==> src/serv_defines.svh <==
/*
 * Shared constants of the bit-serial core.
 * The run length equals the data length and must stay 32.
 * Only the five opcodes listed here are decoded.
 */
`ifndef SERV_DEFINES_SVH
`define SERV_DEFINES_SVH

// First fetch address after reset
`define SERV_RESET_PC 32'h0000_0000

// Data length, also the number of run cycles
`define SERV_XLEN 32

// Opcodes of the kept instructions
`define SERV_OP_OP     7'b0110011
`define SERV_OP_OP_IMM 7'b0010011
`define SERV_OP_LUI    7'b0110111
`define SERV_OP_AUIPC  7'b0010111
`define SERV_OP_JAL    7'b1101111

`endif
==> src/serv_pkg.sv <==
/*
 * Instruction formats and decoded controls of the serial core.
 * Register numbers are 5 bits; there is no CSR address space.
 */
`default_nettype none

`include "serv_defines.svh"

package serv_pkg;

   typedef logic [4:0] reg_addr_t;

   typedef struct packed {
      logic [6:0] funct7;
      reg_addr_t  rs2;
      reg_addr_t  rs1;
      logic [2:0] funct3;
      reg_addr_t  rd;
      logic [6:0] opcode;
   } r_fmt_t;

   typedef struct packed {
      logic [11:0] imm12;
      reg_addr_t   rs1;
      logic [2:0]  funct3;
      reg_addr_t   rd;
      logic [6:0]  opcode;
   } i_fmt_t;

   // J scrambles the upper 20 bits that U uses as is
   typedef struct packed {
      logic [`SERV_XLEN-13:0] imm20;
      reg_addr_t              rd;
      logic [6:0]             opcode;
   } u_fmt_t;

   typedef union packed {
      r_fmt_t r;
      i_fmt_t i;
      u_fmt_t u;
   } insn_u;

   typedef enum logic [1:0] {
      RD_ALU  = 2'd0,
      RD_CTRL = 2'd1,
      RD_IMM  = 2'd2
   } rd_sel_t;

   typedef enum logic [1:0] {
      IMM_I = 2'd0,
      IMM_U = 2'd1,
      IMM_J = 2'd2
   } imm_type_t;

   // bool_op values 00 add, 01 xor, 10 or and 11 and
   typedef struct packed {
      logic       alu_sub;
      logic [1:0] bool_op;
      rd_sel_t    rd_sel;
      logic       op_b_imm;
      logic       jal;
      logic       utype;
      logic       pc_rel;
      imm_type_t  imm_type;
      logic       rd_wr;
   } ctrl_t;

endpackage

`default_nettype wire

==> src/serv_top.sv <==
/*
 * Bit-serial RV32I core: ADD, SUB, AND, OR, XOR, their immediate forms,
 * LUI, AUIPC and JAL. Other opcodes give undefined results.
 * Register data moves one bit per cycle, LSB first, over 32 run cycles.
 */
`timescale 1ns/1ps
`default_nettype none

module serv_top (
   input  logic                clk,
   input  logic                i_rst,
   output logic [31:0]         o_ibus_adr,
   output logic                o_ibus_cyc,
   input  logic [31:0]         i_ibus_rdt,
   input  logic                i_ibus_ack,
   output logic                o_rf_rreq,
   input  logic                i_rf_ready,
   output serv_pkg::reg_addr_t o_rreg0,
   output serv_pkg::reg_addr_t o_rreg1,
   input  logic                i_rdata0,
   input  logic                i_rdata1,
   output logic                o_wen0,
   output serv_pkg::reg_addr_t o_wreg0,
   output logic                o_wdata0
);
   import serv_pkg::*;

   ctrl_t     dec_ctrl;
   reg_addr_t rd_addr;
   logic      cnt_en;
   logic      cnt0;
   logic      cnt_done;
   logic      imm;
   logic      alu_rd;
   logic      ctrl_rd;

   serv_state state (
      .clk        (clk),
      .i_rst      (i_rst),
      .i_ibus_ack (i_ibus_ack),
      .i_rf_ready (i_rf_ready),
      .o_ibus_cyc (o_ibus_cyc),
      .o_rf_rreq  (o_rf_rreq),
      .o_cnt_en   (cnt_en),
      .o_cnt0     (cnt0),
      .o_cnt_done (cnt_done)
   );

   serv_decode decode (
      .clk        (clk),
      .i_ibus_rdt (i_ibus_rdt),
      .i_ibus_ack (i_ibus_ack),
      .o_ctrl     (dec_ctrl),
      .o_rs1_addr (o_rreg0),
      .o_rs2_addr (o_rreg1),
      .o_rd_addr  (rd_addr)
   );

   serv_immdec immdec (
      .clk        (clk),
      .i_ibus_rdt (i_ibus_rdt),
      .i_ibus_ack (i_ibus_ack),
      .i_cnt_en   (cnt_en),
      .i_imm_type (dec_ctrl.imm_type),
      .o_imm      (imm)
   );

   serv_alu alu (
      .clk      (clk),
      .i_cnt_en (cnt_en),
      .i_cnt0   (cnt0),
      .i_ctrl   (dec_ctrl),
      .i_rs1    (i_rdata0),
      .i_rs2    (i_rdata1),
      .i_imm    (imm),
      .o_rd     (alu_rd)
   );

   serv_ctrl ctrl (
      .clk        (clk),
      .i_rst      (i_rst),
      .i_cnt_en   (cnt_en),
      .i_cnt0     (cnt0),
      .i_cnt_done (cnt_done),
      .i_ctrl     (dec_ctrl),
      .i_imm      (imm),
      .o_ibus_adr (o_ibus_adr),
      .o_rd       (ctrl_rd)
   );

   serv_rf_if rf_if (
      .i_cnt_en  (cnt_en),
      .i_ctrl    (dec_ctrl),
      .i_rd_addr (rd_addr),
      .i_alu_rd  (alu_rd),
      .i_ctrl_rd (ctrl_rd),
      .i_imm     (imm),
      .o_wen0    (o_wen0),
      .o_wreg0   (o_wreg0),
      .o_wdata0  (o_wdata0)
   );

endmodule

`default_nettype wire

==> src/serv_rf_if.sv <==
/*
 * Write port of the external register file.
 * Writes happen only in run cycles, never to x0.
 */
`timescale 1ns/1ps
`default_nettype none

module serv_rf_if (
   input  logic                i_cnt_en,
   input  serv_pkg::ctrl_t     i_ctrl,
   input  serv_pkg::reg_addr_t i_rd_addr,
   input  logic                i_alu_rd,
   input  logic                i_ctrl_rd,
   input  logic                i_imm,
   output logic                o_wen0,
   output serv_pkg::reg_addr_t o_wreg0,
   output logic                o_wdata0
);
   import serv_pkg::*;

   always_comb begin
      case (i_ctrl.rd_sel)
         RD_CTRL: o_wdata0 = i_ctrl_rd;
         // LUI writes the immediate as is
         RD_IMM:  o_wdata0 = i_imm;
         default: o_wdata0 = i_alu_rd;
      endcase
   end

   assign o_wen0  = i_cnt_en & i_ctrl.rd_wr;
   assign o_wreg0 = i_rd_addr;

endmodule

`default_nettype wire

==> src/serv_ctrl.sv <==
/*
 * PC register, shifted LSB first during the run and held otherwise.
 * The next PC is PC+imm for JAL and PC+4 for everything else.
 * A JAL offset that is not word aligned is not supported.
 */
`timescale 1ns/1ps
`default_nettype none

`include "serv_defines.svh"

module serv_ctrl (
   input  logic            clk,
   input  logic            i_rst,
   input  logic            i_cnt_en,
   input  logic            i_cnt0,
   input  logic            i_cnt_done,
   input  serv_pkg::ctrl_t i_ctrl,
   input  logic            i_imm,
   output logic [31:0]     o_ibus_adr,
   output logic            o_rd
);

   logic [31:0] pc;
   logic [1:0]  cnt_dly;
   logic        cnt2;
   logic        plus4;
   logic        plus4_cy_q;
   logic        rel_a;
   logic        pc_imm;
   logic        rel_cy_q;
   logic        new_pc;

   // Marks bit 2 for the +4
   assign cnt2   = cnt_dly[1];
   assign plus4  = pc[0] ^ cnt2 ^ plus4_cy_q;

   assign rel_a  = i_ctrl.pc_rel & pc[0];
   assign pc_imm = rel_a ^ i_imm ^ rel_cy_q;

   assign new_pc = i_ctrl.jal ? pc_imm : plus4;
   assign o_rd   = i_ctrl.utype ? pc_imm : plus4;

   always_ff @(posedge clk) begin
      if (i_rst) begin
         pc         <= `SERV_RESET_PC;
         cnt_dly    <= 2'b00;
         plus4_cy_q <= 1'b0;
         rel_cy_q   <= 1'b0;
      end else if (i_cnt_en) begin
         pc      <= {new_pc, pc[31:1]};
         cnt_dly <= {cnt_dly[0], i_cnt0};
         // Carries cleared for the next instruction
         plus4_cy_q <= i_cnt_done ? 1'b0 :
                       (pc[0] & cnt2) | (plus4_cy_q & (pc[0] ^ cnt2));
         rel_cy_q   <= i_cnt_done ? 1'b0 :
                       (rel_a & i_imm) | (rel_cy_q & (rel_a ^ i_imm));
      end
   end

   assign o_ibus_adr = pc;

   a_pc_aligned : assert property (@(posedge clk) disable iff (i_rst)
      i_cnt_done |=> (o_ibus_adr[1:0] == 2'b00))
      else $error("next fetch address not word aligned");

endmodule

`default_nettype wire

==> src/serv_alu.sv <==
/*
 * Serial ALU for add, subtract, and, or and xor.
 * Subtraction inverts operand b and starts the carry at one.
 */
`timescale 1ns/1ps
`default_nettype none

module serv_alu (
   input  logic            clk,
   input  logic            i_cnt_en,
   input  logic            i_cnt0,
   input  serv_pkg::ctrl_t i_ctrl,
   input  logic            i_rs1,
   input  logic            i_rs2,
   input  logic            i_imm,
   output logic            o_rd
);

   logic op_b;
   logic b_inv;
   logic carry_in;
   logic carry_q;
   logic sum;

   assign op_b     = i_ctrl.op_b_imm ? i_imm : i_rs2;
   assign b_inv    = op_b ^ i_ctrl.alu_sub;
   // Carry restarts on bit 0
   assign carry_in = i_cnt0 ? i_ctrl.alu_sub : carry_q;
   assign sum      = i_rs1 ^ b_inv ^ carry_in;

   always_ff @(posedge clk) begin
      if (i_cnt_en)
         carry_q <= (i_rs1 & b_inv) | (carry_in & (i_rs1 ^ b_inv));
   end

   always_comb begin
      case (i_ctrl.bool_op)
         2'b01:   o_rd = i_rs1 ^ op_b;
         2'b10:   o_rd = i_rs1 | op_b;
         2'b11:   o_rd = i_rs1 & op_b;
         default: o_rd = sum;
      endcase
   end

endmodule

`default_nettype wire

==> src/serv_immdec.sv <==
/*
 * Serial immediate, LSB first, one bit per run cycle.
 * The raw word is loaded on ack and rearranged in the next cycle,
 * once the decoded immediate type is valid.
 */
`timescale 1ns/1ps
`default_nettype none

module serv_immdec (
   input  logic                clk,
   input  serv_pkg::insn_u     i_ibus_rdt,
   input  logic                i_ibus_ack,
   input  logic                i_cnt_en,
   input  serv_pkg::imm_type_t i_imm_type,
   output logic                o_imm
);
   import serv_pkg::*;

   logic [31:0] imm_q;
   logic        fmt_pending;
   insn_u       raw;
   logic [31:0] imm_word;

   assign raw = imm_q;

   always_comb begin
      case (i_imm_type)
         IMM_U:   imm_word = {raw.u.imm20, 12'b0};
         IMM_J:   imm_word = {{12{raw.u.imm20[19]}}, raw.u.imm20[7:0],
                              raw.u.imm20[8], raw.u.imm20[18:9], 1'b0};
         default: imm_word = {{20{raw.i.imm12[11]}}, raw.i.imm12};
      endcase
   end

   always_ff @(posedge clk) begin
      fmt_pending <= i_ibus_ack;
      if (i_ibus_ack)
         imm_q <= i_ibus_rdt;
      else if (fmt_pending)
         imm_q <= imm_word;
      else if (i_cnt_en)
         imm_q <= {imm_q[31], imm_q[31:1]};
   end

   assign o_imm = imm_q[0];

endmodule

`default_nettype wire

==> src/serv_decode.sv <==
/*
 * Captures the fetched word on ack and decodes it into the control struct.
 * Opcodes outside OP, OP-IMM, LUI, AUIPC and JAL give undefined controls.
 */
`timescale 1ns/1ps
`default_nettype none

`include "serv_defines.svh"

module serv_decode (
   input  logic                clk,
   input  serv_pkg::insn_u     i_ibus_rdt,
   input  logic                i_ibus_ack,
   output serv_pkg::ctrl_t     o_ctrl,
   output serv_pkg::reg_addr_t o_rs1_addr,
   output serv_pkg::reg_addr_t o_rs2_addr,
   output serv_pkg::reg_addr_t o_rd_addr
);
   import serv_pkg::*;

   insn_u insn;

   function automatic logic [1:0] bool_sel(input logic [2:0] funct3);
      logic [1:0] sel;
      case (funct3)
         3'b100:  sel = 2'b01;
         3'b110:  sel = 2'b10;
         3'b111:  sel = 2'b11;
         default: sel = 2'b00;
      endcase
      return sel;
   endfunction

   always_ff @(posedge clk) begin
      if (i_ibus_ack)
         insn <= i_ibus_rdt;
   end

   always_comb begin
      o_ctrl          = '0;
      o_ctrl.rd_sel   = RD_ALU;
      o_ctrl.imm_type = IMM_I;
      case (insn.r.opcode)
         `SERV_OP_OP: begin
            // SUB is ADD with funct7 bit 5 set
            o_ctrl.alu_sub = (insn.r.funct3 == 3'b000) & insn.r.funct7[5];
            o_ctrl.bool_op = bool_sel(insn.r.funct3);
         end
         `SERV_OP_OP_IMM: begin
            o_ctrl.op_b_imm = 1'b1;
            o_ctrl.bool_op  = bool_sel(insn.i.funct3);
         end
         `SERV_OP_LUI: begin
            o_ctrl.rd_sel   = RD_IMM;
            o_ctrl.utype    = 1'b1;
            o_ctrl.imm_type = IMM_U;
         end
         `SERV_OP_AUIPC: begin
            o_ctrl.rd_sel   = RD_CTRL;
            o_ctrl.utype    = 1'b1;
            o_ctrl.pc_rel   = 1'b1;
            o_ctrl.imm_type = IMM_U;
         end
         `SERV_OP_JAL: begin
            o_ctrl.rd_sel   = RD_CTRL;
            o_ctrl.jal      = 1'b1;
            o_ctrl.pc_rel   = 1'b1;
            o_ctrl.imm_type = IMM_J;
         end
         default: ;
      endcase
      // x0 stays zero
      o_ctrl.rd_wr = |insn.u.rd;
   end

   assign o_rs1_addr = insn.i.rs1;
   assign o_rs2_addr = insn.r.rs2;
   assign o_rd_addr  = insn.u.rd;

endmodule

`default_nettype wire

==> src/serv_state.sv <==
/*
 * Phase sequencer: fetch, register request, wait, then 32 run cycles.
 * i_rf_ready must come at least one cycle after the o_rf_rreq pulse.
 * Only one instruction is in flight at any time.
 */
`timescale 1ns/1ps
`default_nettype none

`include "serv_defines.svh"

module serv_state (
   input  logic clk,
   input  logic i_rst,
   input  logic i_ibus_ack,
   input  logic i_rf_ready,
   output logic o_ibus_cyc,
   output logic o_rf_rreq,
   output logic o_cnt_en,
   output logic o_cnt0,
   output logic o_cnt_done
);

   typedef enum logic [1:0] {
      PH_FETCH,
      PH_REQ,
      PH_WAIT,
      PH_RUN
   } phase_t;

   phase_t     phase;
   logic [4:0] cnt;

   always_ff @(posedge clk) begin
      if (i_rst) begin
         phase <= PH_FETCH;
         cnt   <= '0;
      end else begin
         case (phase)
            PH_FETCH: if (i_ibus_ack) phase <= PH_REQ;
            PH_REQ:   phase <= PH_WAIT;
            PH_WAIT:  if (i_rf_ready) phase <= PH_RUN;
            default: begin
               // Wraps back to zero after the last bit
               cnt <= cnt + 5'd1;
               if (o_cnt_done)
                  phase <= PH_FETCH;
            end
         endcase
      end
   end

   assign o_ibus_cyc = (phase == PH_FETCH);
   assign o_rf_rreq  = (phase == PH_REQ);
   assign o_cnt_en   = (phase == PH_RUN);
   assign o_cnt0     = o_cnt_en && (cnt == 5'd0);
   assign o_cnt_done = o_cnt_en && (cnt == 5'(`SERV_XLEN - 1));

   // Ack only answers a pending fetch
   a_ack_in_fetch : assert property (@(posedge clk) disable iff (i_rst)
      i_ibus_ack |-> o_ibus_cyc)
      else $error("instruction bus ack without a fetch");

   a_ready_in_wait : assert property (@(posedge clk) disable iff (i_rst)
      i_rf_ready |-> (phase == PH_WAIT))
      else $error("register file ready without a pending request");

endmodule

`default_nettype wire

==> config.mk <==
export PLATFORM = sky130hd
export DESIGN_NAME = serv_top
export DESIGN_NICKNAME = d
export VERILOG_FILES = /design/src/serv_pkg.sv /design/src/serv_top.sv /design/src/serv_rf_if.sv /design/src/serv_ctrl.sv /design/src/serv_alu.sv /design/src/serv_immdec.sv /design/src/serv_decode.sv /design/src/serv_state.sv
export VERILOG_INCLUDE_DIRS = /design/src
export SDC_FILE = /design/constraint.sdc
export NUM_CORES = 1
export LEC_CHECK = 0
export ABC_CLOCK_PERIOD_IN_PS = 6180
export BUFFER_PORTS_ARGS = -buffer_cell sky130_fd_sc_hd__buf_4
export CAP_MARGIN = 30
export CORE_ASPECT_RATIO = 0.5
export CORE_MARGIN = 2
export CORE_UTILIZATION = 35
export DETAILED_ROUTE_END_ITERATION = 8
export HOLD_SLACK_MARGIN = 0.03
export PLACE_DENSITY = 0.58
export SLEW_MARGIN = 30
export SYNTH_ARGS = -nofsm -noshare
export SYNTH_HDL_FRONTEND = slang
export SYNTH_HIERARCHICAL = 1
export SYNTH_SLANG_ARGS = --single-unit
export TNS_END_PERCENT = 20
==> constraint.sdc <==
create_clock -name clk -period 6.18 [get_ports clk]
set_input_delay 1.236 -clock clk [delete_from_list [all_inputs] [get_ports clk]]
set_output_delay 1.236 -clock clk [all_outputs]
set_load 0.03 [all_outputs]
[Word-level counts from Yosys, hierarchy flattened]
Cells that the tools add are included.
W data, S select, Z words.
Word-level totals
  bits in registers: 108
  word-level logic and storage cells: 99
Operators by class
  add/subtract/negate cells: 1
  equality and inequality tests: 23
  multiplexer cells: 25
  bitwise gates (word level): 22
  reduce and logical (&&, ||, !) cells: 15
Operators by type and width (count)
  $mux W32: 2
  $pmux W31 S2: 1
  $mux W31: 1
  $eq A7 B5 Y1 const B: 2
  $eq A7 B6 Y1 const B: 2
  $eq A2 B2 Y1 const B: 6
  $pmux W2 S3: 2
  $mux W1: 11
  $and A1 B1 Y1: 10
  $eq A3 B3 Y1 const B: 3
  $eq A2 B1 Y1 const B: 4
  $mux W2: 4
  $pmux W2 S2: 2
  $xor A1 B1 Y1: 8
  $eq A7 B7 Y1 const B: 1
  $ne A3 B3 Y1 const B: 2
  $reduce_and A3 Y1: 2
  $reduce_or A2 Y1: 3
  $add A5 B1 Y5 const B: 1
  $eq A5 B5 Y1 const B: 1
  $logic_not A5 Y1: 1
  $reduce_or A5 Y1: 1
  $or A1 B1 Y1: 4
  $reduce_bool A4 Y1: 1
  other kinds (10): 11

[Longest topological paths before layout]
Gate-level depths: netlist of the first run.
  word-level depth: 8
  mapped depth: 9
  mapped depth without buffers: 9

[Modules after synthesis]
Netlist of the first run, hierarchy kept.
By module, submodules not included
  serv_immdec: times used 1, cells each 118, area an instance 1617.8 um2, sequential area each 980.9 um2
  serv_ctrl: times used 1, cells each 129, area an instance 1406.3 um2, sequential area each 720.7 um2
  serv_decode: times used 1, cells each 65, area an instance 1051.0 um2, sequential area each 780.7 um2
  serv_state: times used 1, cells each 48, area an instance 447.9 um2, sequential area each 140.1 um2
  serv_alu: times used 1, cells each 11, area an instance 142.6 um2, sequential area each 30.0 um2
  serv_rf_if: times used 1, cells each 13, area an instance 92.6 um2, sequential area each 0.0 um2

[Worst setup path before layout of the first run]
Ideal clock, no wire load.
  path type: register to output
  from: register decode/insn[6] (netlist bit)
  to: output o_wdata0
  data arrival time: 2738 ps
  data required time: 4944 ps
  slack: 2206 ps
  cell stages (with the launch flop): 10
  cell sequence: edfxtp_1 > or3b_1 > buf_6 > nor3_1 > mux2i_2 > xnor2_1 > fa_1 > mux4_2 > nand2_1 > o21ai_1
RTL lines
  start, declared: RTL line serv_decode.sv:21  | insn_u insn;
  start signal, assigned: RTL line serv_decode.sv:36  | insn <= i_ibus_rdt;
  end, declared: RTL line serv_top.sv:24  | output logic o_wdata0

==> flow_metrics.tcl, run 1 <==
set metrics [dict create \
    cts_hold_buffers 0 \
    tightest_slew_ns 0.898 \
    ys.flop_type "edfxtp_1" \
    hold_class "flip-flop to flip-flop" \
    min_to "ctrl/rel_cy_q$_SDFFE_PP0P_" \
    crit_fanout 7 \
    dr.max_layer_used "met4" \
    wl_met2_um 3830 \
    max_slew_margin_pct 40.1 \
    via_per_inst 4.72 \
    fp-row-count 30 \
    worst-path-buf-inv 1 \
    worst_hold_startpoint "ctrl/rel_cy_q$_SDFFE_PP0P_" \
    synth_compound_area_share_pct 11.0 \
    overflow 0 \
    path_class "flip-flop to output pin" \
    status "completed" \
    antenna_found_initial 0 \
    cts_resized 0 \
    rsz0062_at_grt "false" \
    worstHoldPathCells 2 \
    slew_violations 0 \
    vias 2954 \
    root_buffer "clkbuf_16" \
    fin_crit_sh_pct 72.0 \
    synth_area_mm2 0.00476 \
    r2r_end "immdec/imm_q[28]$_DFFE_PP_" \
    seq_area_frac_synth_pct 55.7 \
    r2r_cells 7 \
    cts.sinks 103 \
    cts_setup_buffers 0 \
    dr.pass1.iters 4 \
    fin_setup_tns_ns 0 \
    drtAntennaViolNets 0 \
    numCtsBuffers 9 \
    fin_nets 501 \
    area_delta_synth_final_pct 18.7 \
    htree_levels 3 \
    clockBufferDepth 2 \
    synth_simple_gate_area_share_pct 9.70 \
    final_util_pct 42.1 \
    antenna_cells 0 \
    synth_top_cell_area_share_pct 37.2 \
    synth_xor_area_share_pct 0.920 \
    max_freq_mhz 225 \
    wl_met3_um 455 \
    drive_above_1_share_pct 26.0 \
    synth_cell_types 54 \
    arrival_ns 3.21 \
    async_reset_ff_share_pct 0 \
    r2r_slack_ns 3.53 \
    vdd_drop_max_mv 0.122 \
    clk_pin_slew_ns 0.07 \
    critical_path.startpoint_type "flip-flop" \
    cpPeakStageDelay_ns 0.51 \
    final_hold_viol_count 0 \
    startpoint "decode/insn[6]$_DFFE_PP_" \
    synthTopCellsByArea "edfxtp_1, dfxtp_1, mux2i_1, ha_1, nor2_1" \
    min_period_ns 4.45 \
    core_area_mm2 0.0134 \
    maxCapViolCount 0 \
    end_kind "output pin" \
    fp.dieH_um 86.5 \
    powerDensity_mw_per_mm2 291 \
    worstPathRequired_ns 4.94 \
    fin_worst_skew_ns 0.00758 \
    p_leak_nw 2.23 \
    slowest_stage "or3b_1" \
    synthAdderAreaFrac_pct 5.21 \
    initial_core_util_pct 35.5 \
    track_usage_pct 12.2 \
    grt_pass1_vias 2633 \
    final_area_mm2 0.00565 \
    ys_ff_latch 103 \
    drt_iter0_drc 186 \
    fin_total_pwr_mw 1.64 \
    dpl.hpwl_um 5970 \
    die_x_um 169 \
    drt_wl_total_um 8770 \
    synth_top_family_by_area "compound AO/OA/AOI/OAI gates" \
    syn_area_per_cell_um2 12.4 \
    syn_inst 384 \
    grt_first_pass_wirelength_um 13700 \
    route.detailed.drc 0 \
    crit_family "simple AND/OR/NAND/NOR gates" \
    dieArea_mm2 0.0146 \
    crit_chain "or3b_1 -> nor3_1 -> mux2i_2 -> xnor2_1 -> fa_1 -> mux4_2 -> nand2_1 -> o21ai_1 -> buf_4" \
    drt-met1-wl_um 4400 \
    clkLatencyLatePin_ns 0.34 \
    gp_congestion 0.765 \
    dpl_cell_area_mm2 0.00535 \
    synth_fp_nets 440 \
    wl_per_cell_um 14.0 \
    synth_area_leader_cell "edfxtp_1" \
    ys_warn_count 6 \
    synth.area.mux_share_pct 9.20 \
    cts_tree "built" \
    synth_edf_count 59 \
    hold_slack_ns 0.472 \
    reg2reg_from "decode/insn[6]$_DFFE_PP_" \
    ios 89 \
    grt_max_degree 68 \
    portBuffers 88 \
    setup_viol 0 \
]
[cells in the final DEF, fill, tap and decap left out, types with 2 or more instances in the layout]
cell | Yosys | final
a22oi_1 | 2 | 2
dfxtp_1 | 44 | 44
or4b_1 | 2 | 2
nor2_1 | 46 | 46
nand2b_1 | 5 | 5
o21ai_0 | 3 | 3
clkbuf_16 | 0 | 9
nand2_1 | 11 | 11
inv_1 | 22 | 22
or3_1 | 2 | 2
o22a_1 | 8 | 8
a21oi_1 | 5 | 5
and2_1 | 2 | 2
a21o_1 | 18 | 18
nor3_1 | 4 | 4
ha_1 | 15 | 14
mux2i_1 | 39 | 39
edfxtp_1 | 59 | 59
nand3_1 | 2 | 2
buf_4 | 21 | 90
a221o_1 | 10 | 10
or3b_1 | 3 | 3
fa_1 | 3 | 3
a22o_1 | 10 | 10
xor2_1 | 3 | 3
xnor2_1 | 2 | 2
[synth_stat cells, types with 3 or more instances]
master     n
clkbuf_1   5
nor2_1    46
buf_2      5
inv_1     22
a221o_1   10
a21oi_1    5
fa_1       3
o21ai_0    3
a21o_1    18
mux2i_1   39
dfxtp_1   44
nand2b_1   5
buf_12     3
xor2_1     3
buf_4     21
ha_1      15
buf_1      3
o22a_1     8
nor3_1     4
buf_6      3
edfxtp_1  59
a22o_1    10
nand2_1   11
or3b_1     3
[registers in the layout, summed over array words and instances, names as in the netlist]
signal / cells
alu/carry_q: 1
ctrl/plus4_cy_q: 1
decode/insn: 26
state/phase: 2
ctrl/o_ibus_adr: 32
ctrl/cnt_dly: 2
immdec/fmt_pending: 1
immdec/imm_q: 32
ctrl/rel_cy_q: 1
state/cnt: 5
[power by group]
group	internal [mW]	switching (mW)
sequential	0.783	0.0271
clock	0.317	0.251
combinational	0.115	0.147
total	1.22	0.425
[worst max path at each step]
stage          endpoint  slack (ns)  cells past startpoint
5_1_grt        o_wdata0        1.56                      9
3_3_place_gp   o_wdata0        2.03                      8
4_1_cts        o_wdata0        1.71                      9
3_5_place_dp   o_wdata0        2.02                      8
6_report       o_wdata0        1.73                      9
2_1_floorplan  o_wdata0        2.21                      9
[final cells by class]
| type | count | area (um^2) |
|---|---|---|
| clock buffer | 10 | 229 |
| clock inverter | 6 | 68.8 |
| fill | 1293 | 7750 |
| inverter | 22 | 82.6 |
| multi-input combinational | 219 | 1720 |
| sequential | 103 | 2650 |
| tap | 176 | 220 |
| timing repair buffer | 90 | 676 |
[logic make-up (layout without fill, tap and decap cells)]
group,count (synthesis),count (layout)
AO/OA/AOI/OAI,64,64
XOR/XNOR,5,5
adder cells (fa/ha/maj),18,18
buffers and inverters,62,128
flip-flops,103,103
multiplexers,42,42
AND/OR/NAND/NOR,90,90
[tightest hold or removal path: stages (launching register included)]
cell and delay (ns):
dfxtp_1 0.31, nand2b_1 0.06, a21oi_1 0.05
[metal layers]
layer  vias up  track usage, %
li1       1486               -
met1      1400            17.0
met2        61            18.1
met3         7            3.84
met4         0            4.00
met5         -               0
[through the flow]
stage                     cells  setup slack [ns]
after floorplan             384              2.21
after global placement      610              2.03
after detailed placement    610              2.02
after CTS                   626              1.71
after global routing        626              1.56
final                       626              1.73
Note: power is estimated with default switching activity, not from simulation.
==> inputs of run 2 (changes only) <==
ABC_CLOCK_PERIOD_IN_PS = 4200   (was 6180)
clock period = 4.2 ns   (was 6.18 ns; I/O delays follow)
==> run 2 against run 1 <==
Compared with the run above:
- final cell count is 0.16% higher
- cell area grew 0.20%
- count of clock-buffer cells in the layout unchanged
- hold slack improved by 0.0056 ns
==> flow_metrics.tcl, run 2 (synthesis gave the netlist of run 1 again) <==
set metrics [dict create \
    status "completed" \
    tightest_slew_ns 0.869 \
    cpPeakStageDelay_ns 0.53 \
    cts_tree "built" \
    drive_above_1_share_pct 26.4 \
    end_kind "output pin" \
    arrival_ns 3.19 \
    grt_max_degree 47 \
    cts.sinks 103 \
    overflow 0 \
    crit_fanout 7 \
    setup_viol 0 \
    track_usage_pct 12.9 \
    drt_iter0_drc 191 \
    antenna_found_initial 0 \
    fp-row-count 30 \
    final_cell_mix "buf_4, edfxtp_1, nor2_1, dfxtp_1, mux2i_1" \
    fillers 1302 \
    worst-path-buf-inv 1 \
    die_x_um 169 \
    area_delta_synth_final_pct 18.9 \
    fin_worst_skew_ns 0.00831 \
    route.detailed.drc 0 \
    drtAntennaViolNets 0 \
    clkLatencyLatePin_ns 0.34 \
    slowest_stage "or3b_1" \
    r2r_slack_ns 1.53 \
    initial_core_util_pct 35.5 \
    path_class "flip-flop to output pin" \
    multi_input_area_mm2 0.00172 \
    fin_setup_tns_ns 0 \
    fin_total_pwr_mw 2.42 \
    numCtsBuffers 9 \
    max_slew_margin_pct 42.1 \
    grt_pass1_vias 2826 \
    powerDensity_mw_per_mm2 428 \
    crit_family "simple AND/OR/NAND/NOR gates" \
    hold_class "flip-flop to flip-flop" \
    cts_setup_buffers 0 \
    critical_path.startpoint_type "flip-flop" \
    dr.pass1.iters 4 \
    wl_per_cell_um 14.5 \
    fin_crit_sh_pct 96.1 \
    dpl_cell_area_mm2 0.00536 \
    slew_violations 0 \
    htree_levels 3 \
    min_period_ns 4.03 \
    crit_chain "or3b_1 -> nor3_2 -> mux2i_2 -> xnor2_1 -> fa_1 -> mux4_2 -> nand2_1 -> o21ai_1 -> buf_4" \
    rsz0062_at_grt "false" \
    seq_area_mm2 0.00265 \
    clockBufferDepth 2 \
    p_leak_nw 2.23 \
    clk_pin_slew_ns 0.07 \
    dpl.hpwl_um 6190 \
    max_freq_mhz 248 \
    fp.dieH_um 86.5 \
    via_per_inst 4.73 \
    vdd_drop_max_mv 0.183 \
    vias 2966 \
    ios 89 \
    worstPathRequired_ns 3.36 \
    fin_nets 502 \
    portBuffers 88 \
    maxCapViolCount 0 \
    drt_wl_total_um 9060 \
    gp_congestion 0.767 \
    final_area_mm2 0.00566 \
    final_hold_viol_count 0 \
    root_buffer "clkbuf_16" \
    core_area_mm2 0.0134 \
    antenna_cells 0 \
    grt_first_pass_wirelength_um 14500 \
    dieArea_mm2 0.0146 \
    final_common_cell "buf_4" \
]
==> run 2: cell types whose count changed in the layout (fill, tap and decap cells not counted) <==
cell | before | now
buf_4 | 90 | 91
clkinvlp_4 | 0 | 2
inv_8 | 1 | 0
clkinv_4 | 1 | 0
clkinvlp_2 | 1 | 0
nor3_2 | 0 | 1
inv_6 | 1 | 2
nor3_1 | 4 | 3
==> run 2: final cells by class <==
| class | instances | area share, % |
|---|---|---|
| inverters | 22 | 1.46 |
| multi-input cells | 219 | 30.5 |
| clock buffers | 10 | 4.05 |
| clock inverters | 6 | 1.19 |
| well taps | 176 | 3.89 |
| flip-flops and latches | 103 | 46.9 |
| repair buffers | 91 | 12.1 |
==> run 2: routing by layer <==
layer | routed length (um) | up-vias | GRT usage, %
li1 | - | 1491 | -
met3 | 396 | 9 | 3.52
met1 | 4560 | 1405 | 17.9
met2 | 4010 | 61 | 19.9
met4 | 93 | 0 | 3.76
met5 | 0 | - | 0
==> run 2: worst register-to-register path: stages, from the launching register on <==
cell	delay, ns
edfxtp_1	0.40
or3b_1	0.53
nor2_1	0.23
inv_1	0.09
ha_1	0.37
nor2_2	0.18
and3b_1	0.32
a221o_1	0.31
==> run 2: power by group <==
group          internal [mW]  total (mW)  switching (mW)
Sequential              1.15        1.19          0.0408
Clock                  0.466       0.837           0.371
Combinational          0.171       0.391           0.220
Total                   1.79        2.42           0.632
==> run 2: final timing paths <==
path,from,endpoint,depth (start not counted)
hold reg to reg,ctrl/rel_cy_q$_SDFFE_PP0P_,ctrl/rel_cy_q$_SDFFE_PP0P_,2
hold / removal,ctrl/rel_cy_q$_SDFFE_PP0P_,ctrl/rel_cy_q$_SDFFE_PP0P_,2
setup / recovery,decode/insn[6]$_DFFE_PP_,o_wdata0,9
setup reg to reg,decode/insn[6]$_DFFE_PP_,immdec/imm_q[29]$_DFFE_PP_,7
==> run 2: stage by stage <==
stage | setup WS [ns] | instances | utilization, % | hold slack [ns]
after detailed placement | 0.422 | 611 | 40.0 | 0.473
after floorplan | 0.622 | 384 | - | 0.445
after global placement | 0.516 | 611 | 40.0 | 0.458
after CTS | 0.0412 | 627 | 42.2 | 0.484
after global routing | 0.00916 | 627 | 42.2 | 0.504
final | 0.165 | 627 | 42.2 | 0.478
==> run 2: repair_timing <==
item,CTS,global route
endpoints found under the hold margin,0,0
endpoints found under the setup margin,0,1
gates resized for setup,0,1
hold buffers,0,0
